File: config.mk
export PLATFORM = sky130hd
export DESIGN_NAME = store_unit
export DESIGN_NICKNAME = d
export VERILOG_FILES = /design/src/store_pkg.sv /design/src/store_unit.sv /design/src/store_result.sv /design/src/store_agu.sv /design/src/store_rs.sv /design/src/store_decode.sv
export VERILOG_INCLUDE_DIRS = /design/src
export SDC_FILE = /design/constraint.sdc
export NUM_CORES = 2
export LEC_CHECK = 0
export ABC_AREA = 0
export BUFFER_PORTS_ARGS = -buffer_cell sky130_fd_sc_hd__buf_2
export CORE_UTILIZATION = 30
export DETAILED_ROUTE_END_ITERATION = 10
export PLACE_DENSITY = 0.53
export SLEW_MARGIN = 25
export SYNTH_ARGS = -nofsm -noshare
export SYNTH_HDL_FRONTEND = slang
export SYNTH_HIERARCHICAL = 1
export SYNTH_SLANG_ARGS = --single-unit
File: constraint.sdc
create_clock -name clock -period 5.1 [get_ports clock]
set_input_delay 1.02 -clock clock [delete_from_list [all_inputs] [get_ports clock]]
set_output_delay 1.02 -clock clock [all_outputs]
set_load 0.01 [all_outputs]
File: src/store_macros.svh
// store issue subsystem sizing constants shared by rtl and testbench
`ifndef STORE_MACROS_SVH
`define STORE_MACROS_SVH

// reservation station slots, one word of entries
`define STORE_RS_DEPTH 8

// index widths coming from rename, rob and store queue
`define STORE_PRF_BITS 6
`define STORE_ROB_BITS 5
`define STORE_SQ_BITS  3

// architectural data width
`define STORE_XLEN 32

`endif
File: src/store_pkg.sv
// shared types for the store issue path, dispatch through store-queue write
`default_nettype none
`include "store_macros.svh"

package store_pkg;

    typedef logic [`STORE_XLEN-1:0]     xlen_t;
    typedef logic [`STORE_PRF_BITS-1:0] preg_t;
    typedef logic [`STORE_ROB_BITS-1:0] rob_idx_t;
    typedef logic [`STORE_SQ_BITS-1:0]  sq_idx_t;

    // access size, encoded like the low bits of funct3
    typedef enum logic [1:0] {
        mem_byte = 2'd0,
        mem_half = 2'd1,
        mem_word = 2'd2
    } mem_size_t;

    // one store as it leaves dispatch, operands already looked up in the prf
    typedef struct packed {
        logic [31:0] inst;
        xlen_t       pc;
        rob_idx_t    rob_idx;
        sq_idx_t     sq_idx;
        preg_t       base_preg;
        logic        base_ready;
        xlen_t       base_value;
        preg_t       src_preg;
        logic        src_ready;
        xlen_t       src_value;
    } store_inst_t;

    // station slot; a value field holds the preg index while not ready
    typedef struct packed {
        mem_size_t mem_size;
        xlen_t     offset;
        rob_idx_t  rob_idx;
        sq_idx_t   sq_idx;
        logic      base_ready;
        xlen_t     base_value;
        logic      src_ready;
        xlen_t     src_value;
    } store_entry_t;

    typedef struct packed {
        logic  valid;
        preg_t preg;
        xlen_t value;
    } cdb_t;

    typedef struct packed {
        sq_idx_t    sq_idx;
        rob_idx_t   rob_idx;
        xlen_t      addr;
        xlen_t      data;
        logic [3:0] byte_mask;
        logic       misaligned;
    } sq_write_t;

endpackage

`default_nettype wire

File: src/store_unit.sv
// store issue subsystem top, decode then station then execute then result
`timescale 1ns/10ps
`default_nettype none

module store_unit (
    input  logic                   clock,
    input  logic                   arst_n,
    input  logic                   flush,
    input  logic                   dispatch_valid,
    input  store_pkg::store_inst_t dispatch,
    input  store_pkg::cdb_t        cdb,
    output logic                   full,
    output logic                   sq_req,
    output store_pkg::sq_write_t   sq_write,
    input  logic                   sq_ack
);

    store_pkg::store_entry_t entry;
    store_pkg::store_entry_t issue;
    store_pkg::sq_write_t    exec;
    logic                    issue_valid;
    logic                    issue_ready;
    logic                    exec_valid;
    logic                    exec_ready;

    store_decode decode0 (.inst(dispatch), .cdb(cdb), .entry(entry));

    store_rs rs0 (
        .clock(clock), .arst_n(arst_n), .flush(flush),
        .dispatch_valid(dispatch_valid), .entry(entry), .cdb(cdb),
        .issue_ready(issue_ready), .full(full),
        .issue_valid(issue_valid), .issue(issue)
    );

    store_agu agu0 (
        .clock(clock), .arst_n(arst_n), .flush(flush),
        .issue_valid(issue_valid), .issue(issue), .exec_ready(exec_ready),
        .issue_ready(issue_ready), .exec_valid(exec_valid), .exec(exec)
    );

    store_result result0 (
        .clock(clock), .arst_n(arst_n), .exec_valid(exec_valid), .exec(exec),
        .sq_ack(sq_ack), .exec_ready(exec_ready), .sq_req(sq_req), .sq_write(sq_write)
    );

endmodule

`default_nettype wire

File: src/store_result.sv
// store result stage, four-phase req/ack delivery of writes to the store queue
`timescale 1ns/10ps
`default_nettype none

module store_result (
    input  logic                 clock,
    input  logic                 arst_n,
    input  logic                 exec_valid,
    input  store_pkg::sq_write_t exec,
    input  logic                 sq_ack,
    output logic                 exec_ready,
    output logic                 sq_req,
    output store_pkg::sq_write_t sq_write
);

    typedef enum logic [1:0] {
        st_idle,
        st_req,        // req high, waiting for ack
        st_wait_low    // req dropped, waiting for ack to return low
    } state_t;

    state_t               state;
    state_t               state_next;
    store_pkg::sq_write_t held;
    logic                 take;

    // new write taken in idle, or in the cycle the handshake closes
    assign exec_ready = (state == st_idle) || (state == st_wait_low && !sq_ack);
    assign take       = exec_ready && exec_valid;

    assign sq_req   = (state == st_req) || (state == st_idle && take);
    assign sq_write = (state == st_idle) ? exec : held;

    always_comb begin
        state_next = state;
        case (state)
            st_idle:     if (take) state_next = sq_ack ? st_wait_low : st_req;   // ack may come at once
            st_req:      if (sq_ack) state_next = st_wait_low;
            st_wait_low: if (!sq_ack) state_next = take ? st_req : st_idle;
            default:     state_next = st_idle;
        endcase
    end

    always_ff @(posedge clock or negedge arst_n) begin
        if (!arst_n) begin
            state <= st_idle;
        end else begin
            state <= state_next;
        end
    end

    always_ff @(posedge clock) begin
        if (take) held <= exec;   // stays put until acknowledged
    end

endmodule

`default_nettype wire

File: src/store_agu.sv
// store execute stage, forms address, byte mask, lane-aligned data and misalign flag
`timescale 1ns/10ps
`default_nettype none

module store_agu (
    input  logic                    clock,
    input  logic                    arst_n,
    input  logic                    flush,
    input  logic                    issue_valid,
    input  store_pkg::store_entry_t issue,
    input  logic                    exec_ready,
    output logic                    issue_ready,
    output logic                    exec_valid,
    output store_pkg::sq_write_t    exec
);

    store_pkg::xlen_t     addr;
    logic [1:0]           byte_off;
    store_pkg::sq_write_t exec_d;

    assign addr     = issue.base_value + issue.offset;
    assign byte_off = addr[1:0];

    // room when the register is empty or the result stage takes it this edge
    assign issue_ready = !exec_valid || exec_ready;

    always_comb begin
        exec_d.sq_idx  = issue.sq_idx;
        exec_d.rob_idx = issue.rob_idx;
        exec_d.addr    = addr;
        exec_d.data    = issue.src_value << {byte_off, 3'b000};   // move into byte lanes
        case (issue.mem_size)
            store_pkg::mem_byte: begin
                exec_d.byte_mask  = 4'b0001 << byte_off;
                exec_d.misaligned = 1'b0;
            end
            store_pkg::mem_half: begin
                exec_d.byte_mask  = 4'b0011 << byte_off;   // upper lane lost at offset 3
                exec_d.misaligned = byte_off[0];
            end
            default: begin
                exec_d.byte_mask  = 4'b1111;
                exec_d.misaligned = |byte_off;
            end
        endcase
    end

    always_ff @(posedge clock or negedge arst_n) begin
        if (!arst_n) begin
            exec_valid <= 1'b0;
        end else if (flush) begin
            exec_valid <= 1'b0;
        end else if (issue_ready) begin
            exec_valid <= issue_valid;
        end
    end

    always_ff @(posedge clock) begin
        if (issue_ready && issue_valid) exec <= exec_d;   // held under back-pressure
    end

endmodule

`default_nettype wire

File: src/store_rs.sv
// store reservation station, holds stores until base and data operands are ready
`timescale 1ns/10ps
`default_nettype none
`include "store_macros.svh"

module store_rs (
    input  logic                    clock,
    input  logic                    arst_n,
    input  logic                    flush,
    input  logic                    dispatch_valid,
    input  store_pkg::store_entry_t entry,
    input  store_pkg::cdb_t         cdb,
    input  logic                    issue_ready,
    output logic                    full,
    output logic                    issue_valid,
    output store_pkg::store_entry_t issue
);

    localparam int DEPTH    = `STORE_RS_DEPTH;
    localparam int IDX_BITS = $clog2(DEPTH);

    store_pkg::store_entry_t slots [DEPTH];
    logic [DEPTH-1:0]        busy;
    logic [IDX_BITS:0]       count;
    logic [DEPTH-1:0]        ready;     // busy with both operands present
    logic [IDX_BITS-1:0]     free_idx;
    logic [IDX_BITS-1:0]     sel_idx;
    logic                    any_ready;
    logic                    do_dispatch;
    logic                    do_issue;

    assign full        = (count == (IDX_BITS+1)'(DEPTH));
    assign any_ready   = |ready;
    assign do_dispatch = dispatch_valid && !full;
    assign do_issue    = issue_ready && any_ready;

    //////////////////////////////////////////////////
    // slot selection

    // lowest free slot takes the next dispatch
    always_comb begin
        free_idx = '0;
        for (int i = DEPTH - 1; i >= 0; i--) begin
            if (!busy[i]) free_idx = IDX_BITS'(i);
        end
    end

    always_comb begin
        for (int i = 0; i < DEPTH; i++) begin
            ready[i] = busy[i] && slots[i].base_ready && slots[i].src_ready;
        end
    end

    // oldest-slot issue, where oldest means lowest index
    always_comb begin
        sel_idx = '0;
        for (int i = DEPTH - 1; i >= 0; i--) begin
            if (ready[i]) sel_idx = IDX_BITS'(i);
        end
    end

    //////////////////////////////////////////////////
    // control state

    always_ff @(posedge clock or negedge arst_n) begin
        if (!arst_n) begin
            busy        <= '0;
            count       <= '0;
            issue_valid <= 1'b0;
        end else if (flush) begin
            busy        <= '0;   // mispredict kills every waiting store
            count       <= '0;
            issue_valid <= 1'b0;
        end else begin
            if (do_dispatch) busy[free_idx] <= 1'b1;
            if (do_issue) busy[sel_idx] <= 1'b0;   // freed on the issuing edge
            count <= count + (IDX_BITS+1)'(do_dispatch) - (IDX_BITS+1)'(do_issue);
            if (issue_ready) begin
                issue_valid <= any_ready;
            end
        end
    end

    //////////////////////////////////////////////////
    // slot payload, cdb wakeup and issue register

    always_ff @(posedge clock) begin
        if (do_issue) issue <= slots[sel_idx];

        for (int i = 0; i < DEPTH; i++) begin
            if (busy[i] && cdb.valid) begin
                if (!slots[i].base_ready &&
                    store_pkg::preg_t'(slots[i].base_value) == cdb.preg) begin
                    slots[i].base_ready <= 1'b1;
                    slots[i].base_value <= cdb.value;
                end
                if (!slots[i].src_ready &&
                    store_pkg::preg_t'(slots[i].src_value) == cdb.preg) begin
                    slots[i].src_ready <= 1'b1;
                    slots[i].src_value <= cdb.value;
                end
            end
        end

        // free slot, so it never collides with a wakeup above
        if (do_dispatch) slots[free_idx] <= entry;
    end

endmodule

`default_nettype wire

File: src/store_decode.sv
// store decode, turns a dispatched instruction word into a station entry
`timescale 1ns/10ps
`default_nettype none

module store_decode (
    input  store_pkg::store_inst_t  inst,
    input  store_pkg::cdb_t         cdb,
    output store_pkg::store_entry_t entry
);

    logic [2:0] funct3;
    logic       base_hit;   // cdb delivers the base operand this cycle
    logic       src_hit;

    assign funct3 = inst.inst[14:12];

    // same-cycle bypass so a broadcast is not missed while the slot is written
    assign base_hit = cdb.valid && !inst.base_ready && (cdb.preg == inst.base_preg);
    assign src_hit  = cdb.valid && !inst.src_ready && (cdb.preg == inst.src_preg);

    always_comb begin
        case (funct3)
            3'd0:    entry.mem_size = store_pkg::mem_byte;
            3'd1:    entry.mem_size = store_pkg::mem_half;
            default: entry.mem_size = store_pkg::mem_word;   // sw and anything unknown
        endcase

        // s-type immediate is split over imm[11:5] and imm[4:0]
        entry.offset  = store_pkg::xlen_t'($signed({inst.inst[31:25], inst.inst[11:7]}));
        entry.rob_idx = inst.rob_idx;
        entry.sq_idx  = inst.sq_idx;

        entry.base_ready = inst.base_ready || base_hit;
        if (inst.base_ready) begin
            entry.base_value = inst.base_value;
        end else if (base_hit) begin
            entry.base_value = cdb.value;
        end else begin
            entry.base_value = store_pkg::xlen_t'(inst.base_preg);   // tag to wait on
        end

        entry.src_ready = inst.src_ready || src_hit;
        if (inst.src_ready) begin
            entry.src_value = inst.src_value;
        end else if (src_hit) begin
            entry.src_value = cdb.value;
        end else begin
            entry.src_value = store_pkg::xlen_t'(inst.src_preg);
        end
    end

endmodule

`default_nettype wire

==> flow_summary.ini <==
[timing]
min_period_ns = 3.87
hold_viol_final = 0
maxSlewHeadroom = 0.130
rsz0062_at_grt = no
period_share = 0.759
setup_viol = 0
maxSlewViolCount = 0
clock.fmax_mhz = 258
setup_slack_ns = 1.23
tightestPinTransition_ns = 1.30
skew_ns = 0.0362
tns_ns = 0

[clocking]
cts_root_buf = clkbuf_16
clock_sinks = 1140
clk_pin_slew_ns = 0.06
cts_setup_buffers = 0
cts_max_path_buffers = 3
numCtsBuffers = 131
cts-hold-fix-buffers = 0
clk_latency_ns = 0.78
htreeDepth = 4
cts_resized = 0
cts_tree = done

[cells_and_area]
final_cell_mix = 1,123 x edfxtp_1, 866 x nand2_1, 325 x and3_1
nets = 4826
layout_commonest_cell = edfxtp_1
drive_gt1_frac = 0.180
fillCellCount = 18100
area_delta_synth_final_pct = 14.2

[power_and_ir_drop]
p_clk_frac = 0.378
power_frac_comb = 0.145
power.internal_w = 0.0172
p_total_w = 0.0235
swShare = 0.265
powerDensity_mw_per_mm2 = 370
sequentialPowerShare = 0.477
ir_drop_uv = 254
p_leak_nw = 23.1
p_sw_w = 0.00623

[routing]
vias = 37100
drt-initial-drc-count = 3593
post_drt_wl_per_cell_um = 25.0
drtPass1Iterations = 6
wl_um = 179000
vias_per_cell = 5.17
ant_nets = 0
drc_errors = 0

[critical_path]
slowest_delay_ns = 1.03
worstPathArrival_ns = 4.26
crit_buf_inv = 1
worst_path_max_delay_cell = o2111ai_1
r2r_setup_slack_ns = 1.23
r2r-end = rs0/issue[13]
critical_path.cell_chain = nand3_1 -> a21o_1 -> a21oi_4 -> buf_12 -> mux2i_1 -> o2111ai_1
required_ns = 5.48
r2r_start = rs0/busy[4]
cp_max_fo = 29
end_kind = register
cp_top_family = compound AO/OA/AOI/OAI gates
start_kind = register
r2r_cells = 6
critPathKind = register to register

[logic_synthesis]
ys.warnings.count = 6
syn_area_per_cell_um2 = 12.3
synthCells = 4521
syn_nets = 4753
syn-cell-area_mm2 = 0.0556

[global_route]
use_met2 = 0.305
gr-usage-met1 = 0.252
gr-total-overflow = 0
met3_usage = 0.0292
grt_pass1_vias = 35600
grt_first_pass_wirelength_um = 255000
track_usage = 0.188
antenna_found_initial = 31
top_usage_layer = met2
grt_max_degree = 176

[floorplanning]
initial_utilization = 0.303
num_rows = 157
die_area_mm2 = 0.187
die_x_um = 432
ios = 273
core-area_mm2 = 0.183
die_h_um = 432

[run_status]
run_status = finished, final reports clean

[placement]
portBuffers = 223
pre_cts_ws_ns = 1.30
dpl.hpwl_um = 109000
gp_congestion = 0.880

[run]
maxCapViolCount = 0

[hold_path]
hp-class = input port to asynchronous set/reset pin
registers in the layout, summed over array words and instances, names as in the netlist:
| signal | flops |
|---|---|
| rs0/slots | 864 |
| rs0/issue | 106 |
| agu0/exec | 77 |
| result0/held | 77 |
| rs0/busy | 8 |
| rs0/count | 4 |
| result0/state | 2 |
| agu0/exec_valid | 1 |
| rs0/issue_valid | 1 |
stage by stage:
| stage | hold WS, ns | utilization | instances | area [µm²] |
|---|---|---|---|---|
| floorplan | 0.400 | - | 4521 | 55600 |
| global placement | 0.405 | 0.324 | 6923 | 59500 |
| detailed placement | 0.405 | 0.324 | 6925 | 59500 |
| CTS | 0.145 | 0.346 | 7154 | 63500 |
| global route | 0.179 | 0.346 | 7158 | 63500 |
| finish | 0.189 | 0.346 | 7162 | 63500 |
power groups by stage:
| stage | clock, W | combinational, W | sequential, W |
|---|---|---|---|
| 6_report | 0.00888 | 0.00340 | 0.0112 |
| 2_1_floorplan | 0 | 0.00208 | 0.0113 |
| 5_1_grt | 0.00940 | 0.00365 | 0.0112 |
| 3_3_place_gp | 0 | 0.00338 | 0.0114 |
| 4_1_cts | 0.00909 | 0.00342 | 0.0112 |
| 3_5_place_dp | 0 | 0.00341 | 0.0114 |
routing by layer:
layer | vias to the layer above | wire length (µm) | part of all wire
met2 | 1330 | 84000 | 0.47
met1 | 18500 | 77100 | 0.43
li1 | 16900 | - | -
met3 | 302 | 11600 | 0.064
met4 | 22 | 6500 | 0.036
met5 | - | 132 | 0.00074
worst max-delay path by stage:
stage | to | cells after the start | from
6_report | rs0/issue[13] | 6 | rs0/busy[4]
5_1_grt | rs0/issue[17] | 7 | rs0/busy[0]
4_1_cts | sq_write[39] | 5 | result0/state[1]
3_5_place_dp | rs0/slots[0][18] | 7 | cdb[34]
3_3_place_gp | rs0/slots[5][1] | 6 | cdb[32]
2_1_floorplan | rs0/slots[3][33] | 6 | cdb[34]
cell type report:
type | instances | area (µm²) | area share
flip-flops and latches | 1140 | 34100 | 0.538
clock buffers | 172 | 3500 | 0.0550
repair buffers | 331 | 2350 | 0.0370
diodes | 8 | 20.0 | 0.000315
inverters | 32 | 140 | 0.00221
well taps | 2464 | 3080 | 0.0485
multi-input cells | 2958 | 19800 | 0.312
clock inverters | 57 | 457 | 0.00719
Power figures use the tool's default switching activity.
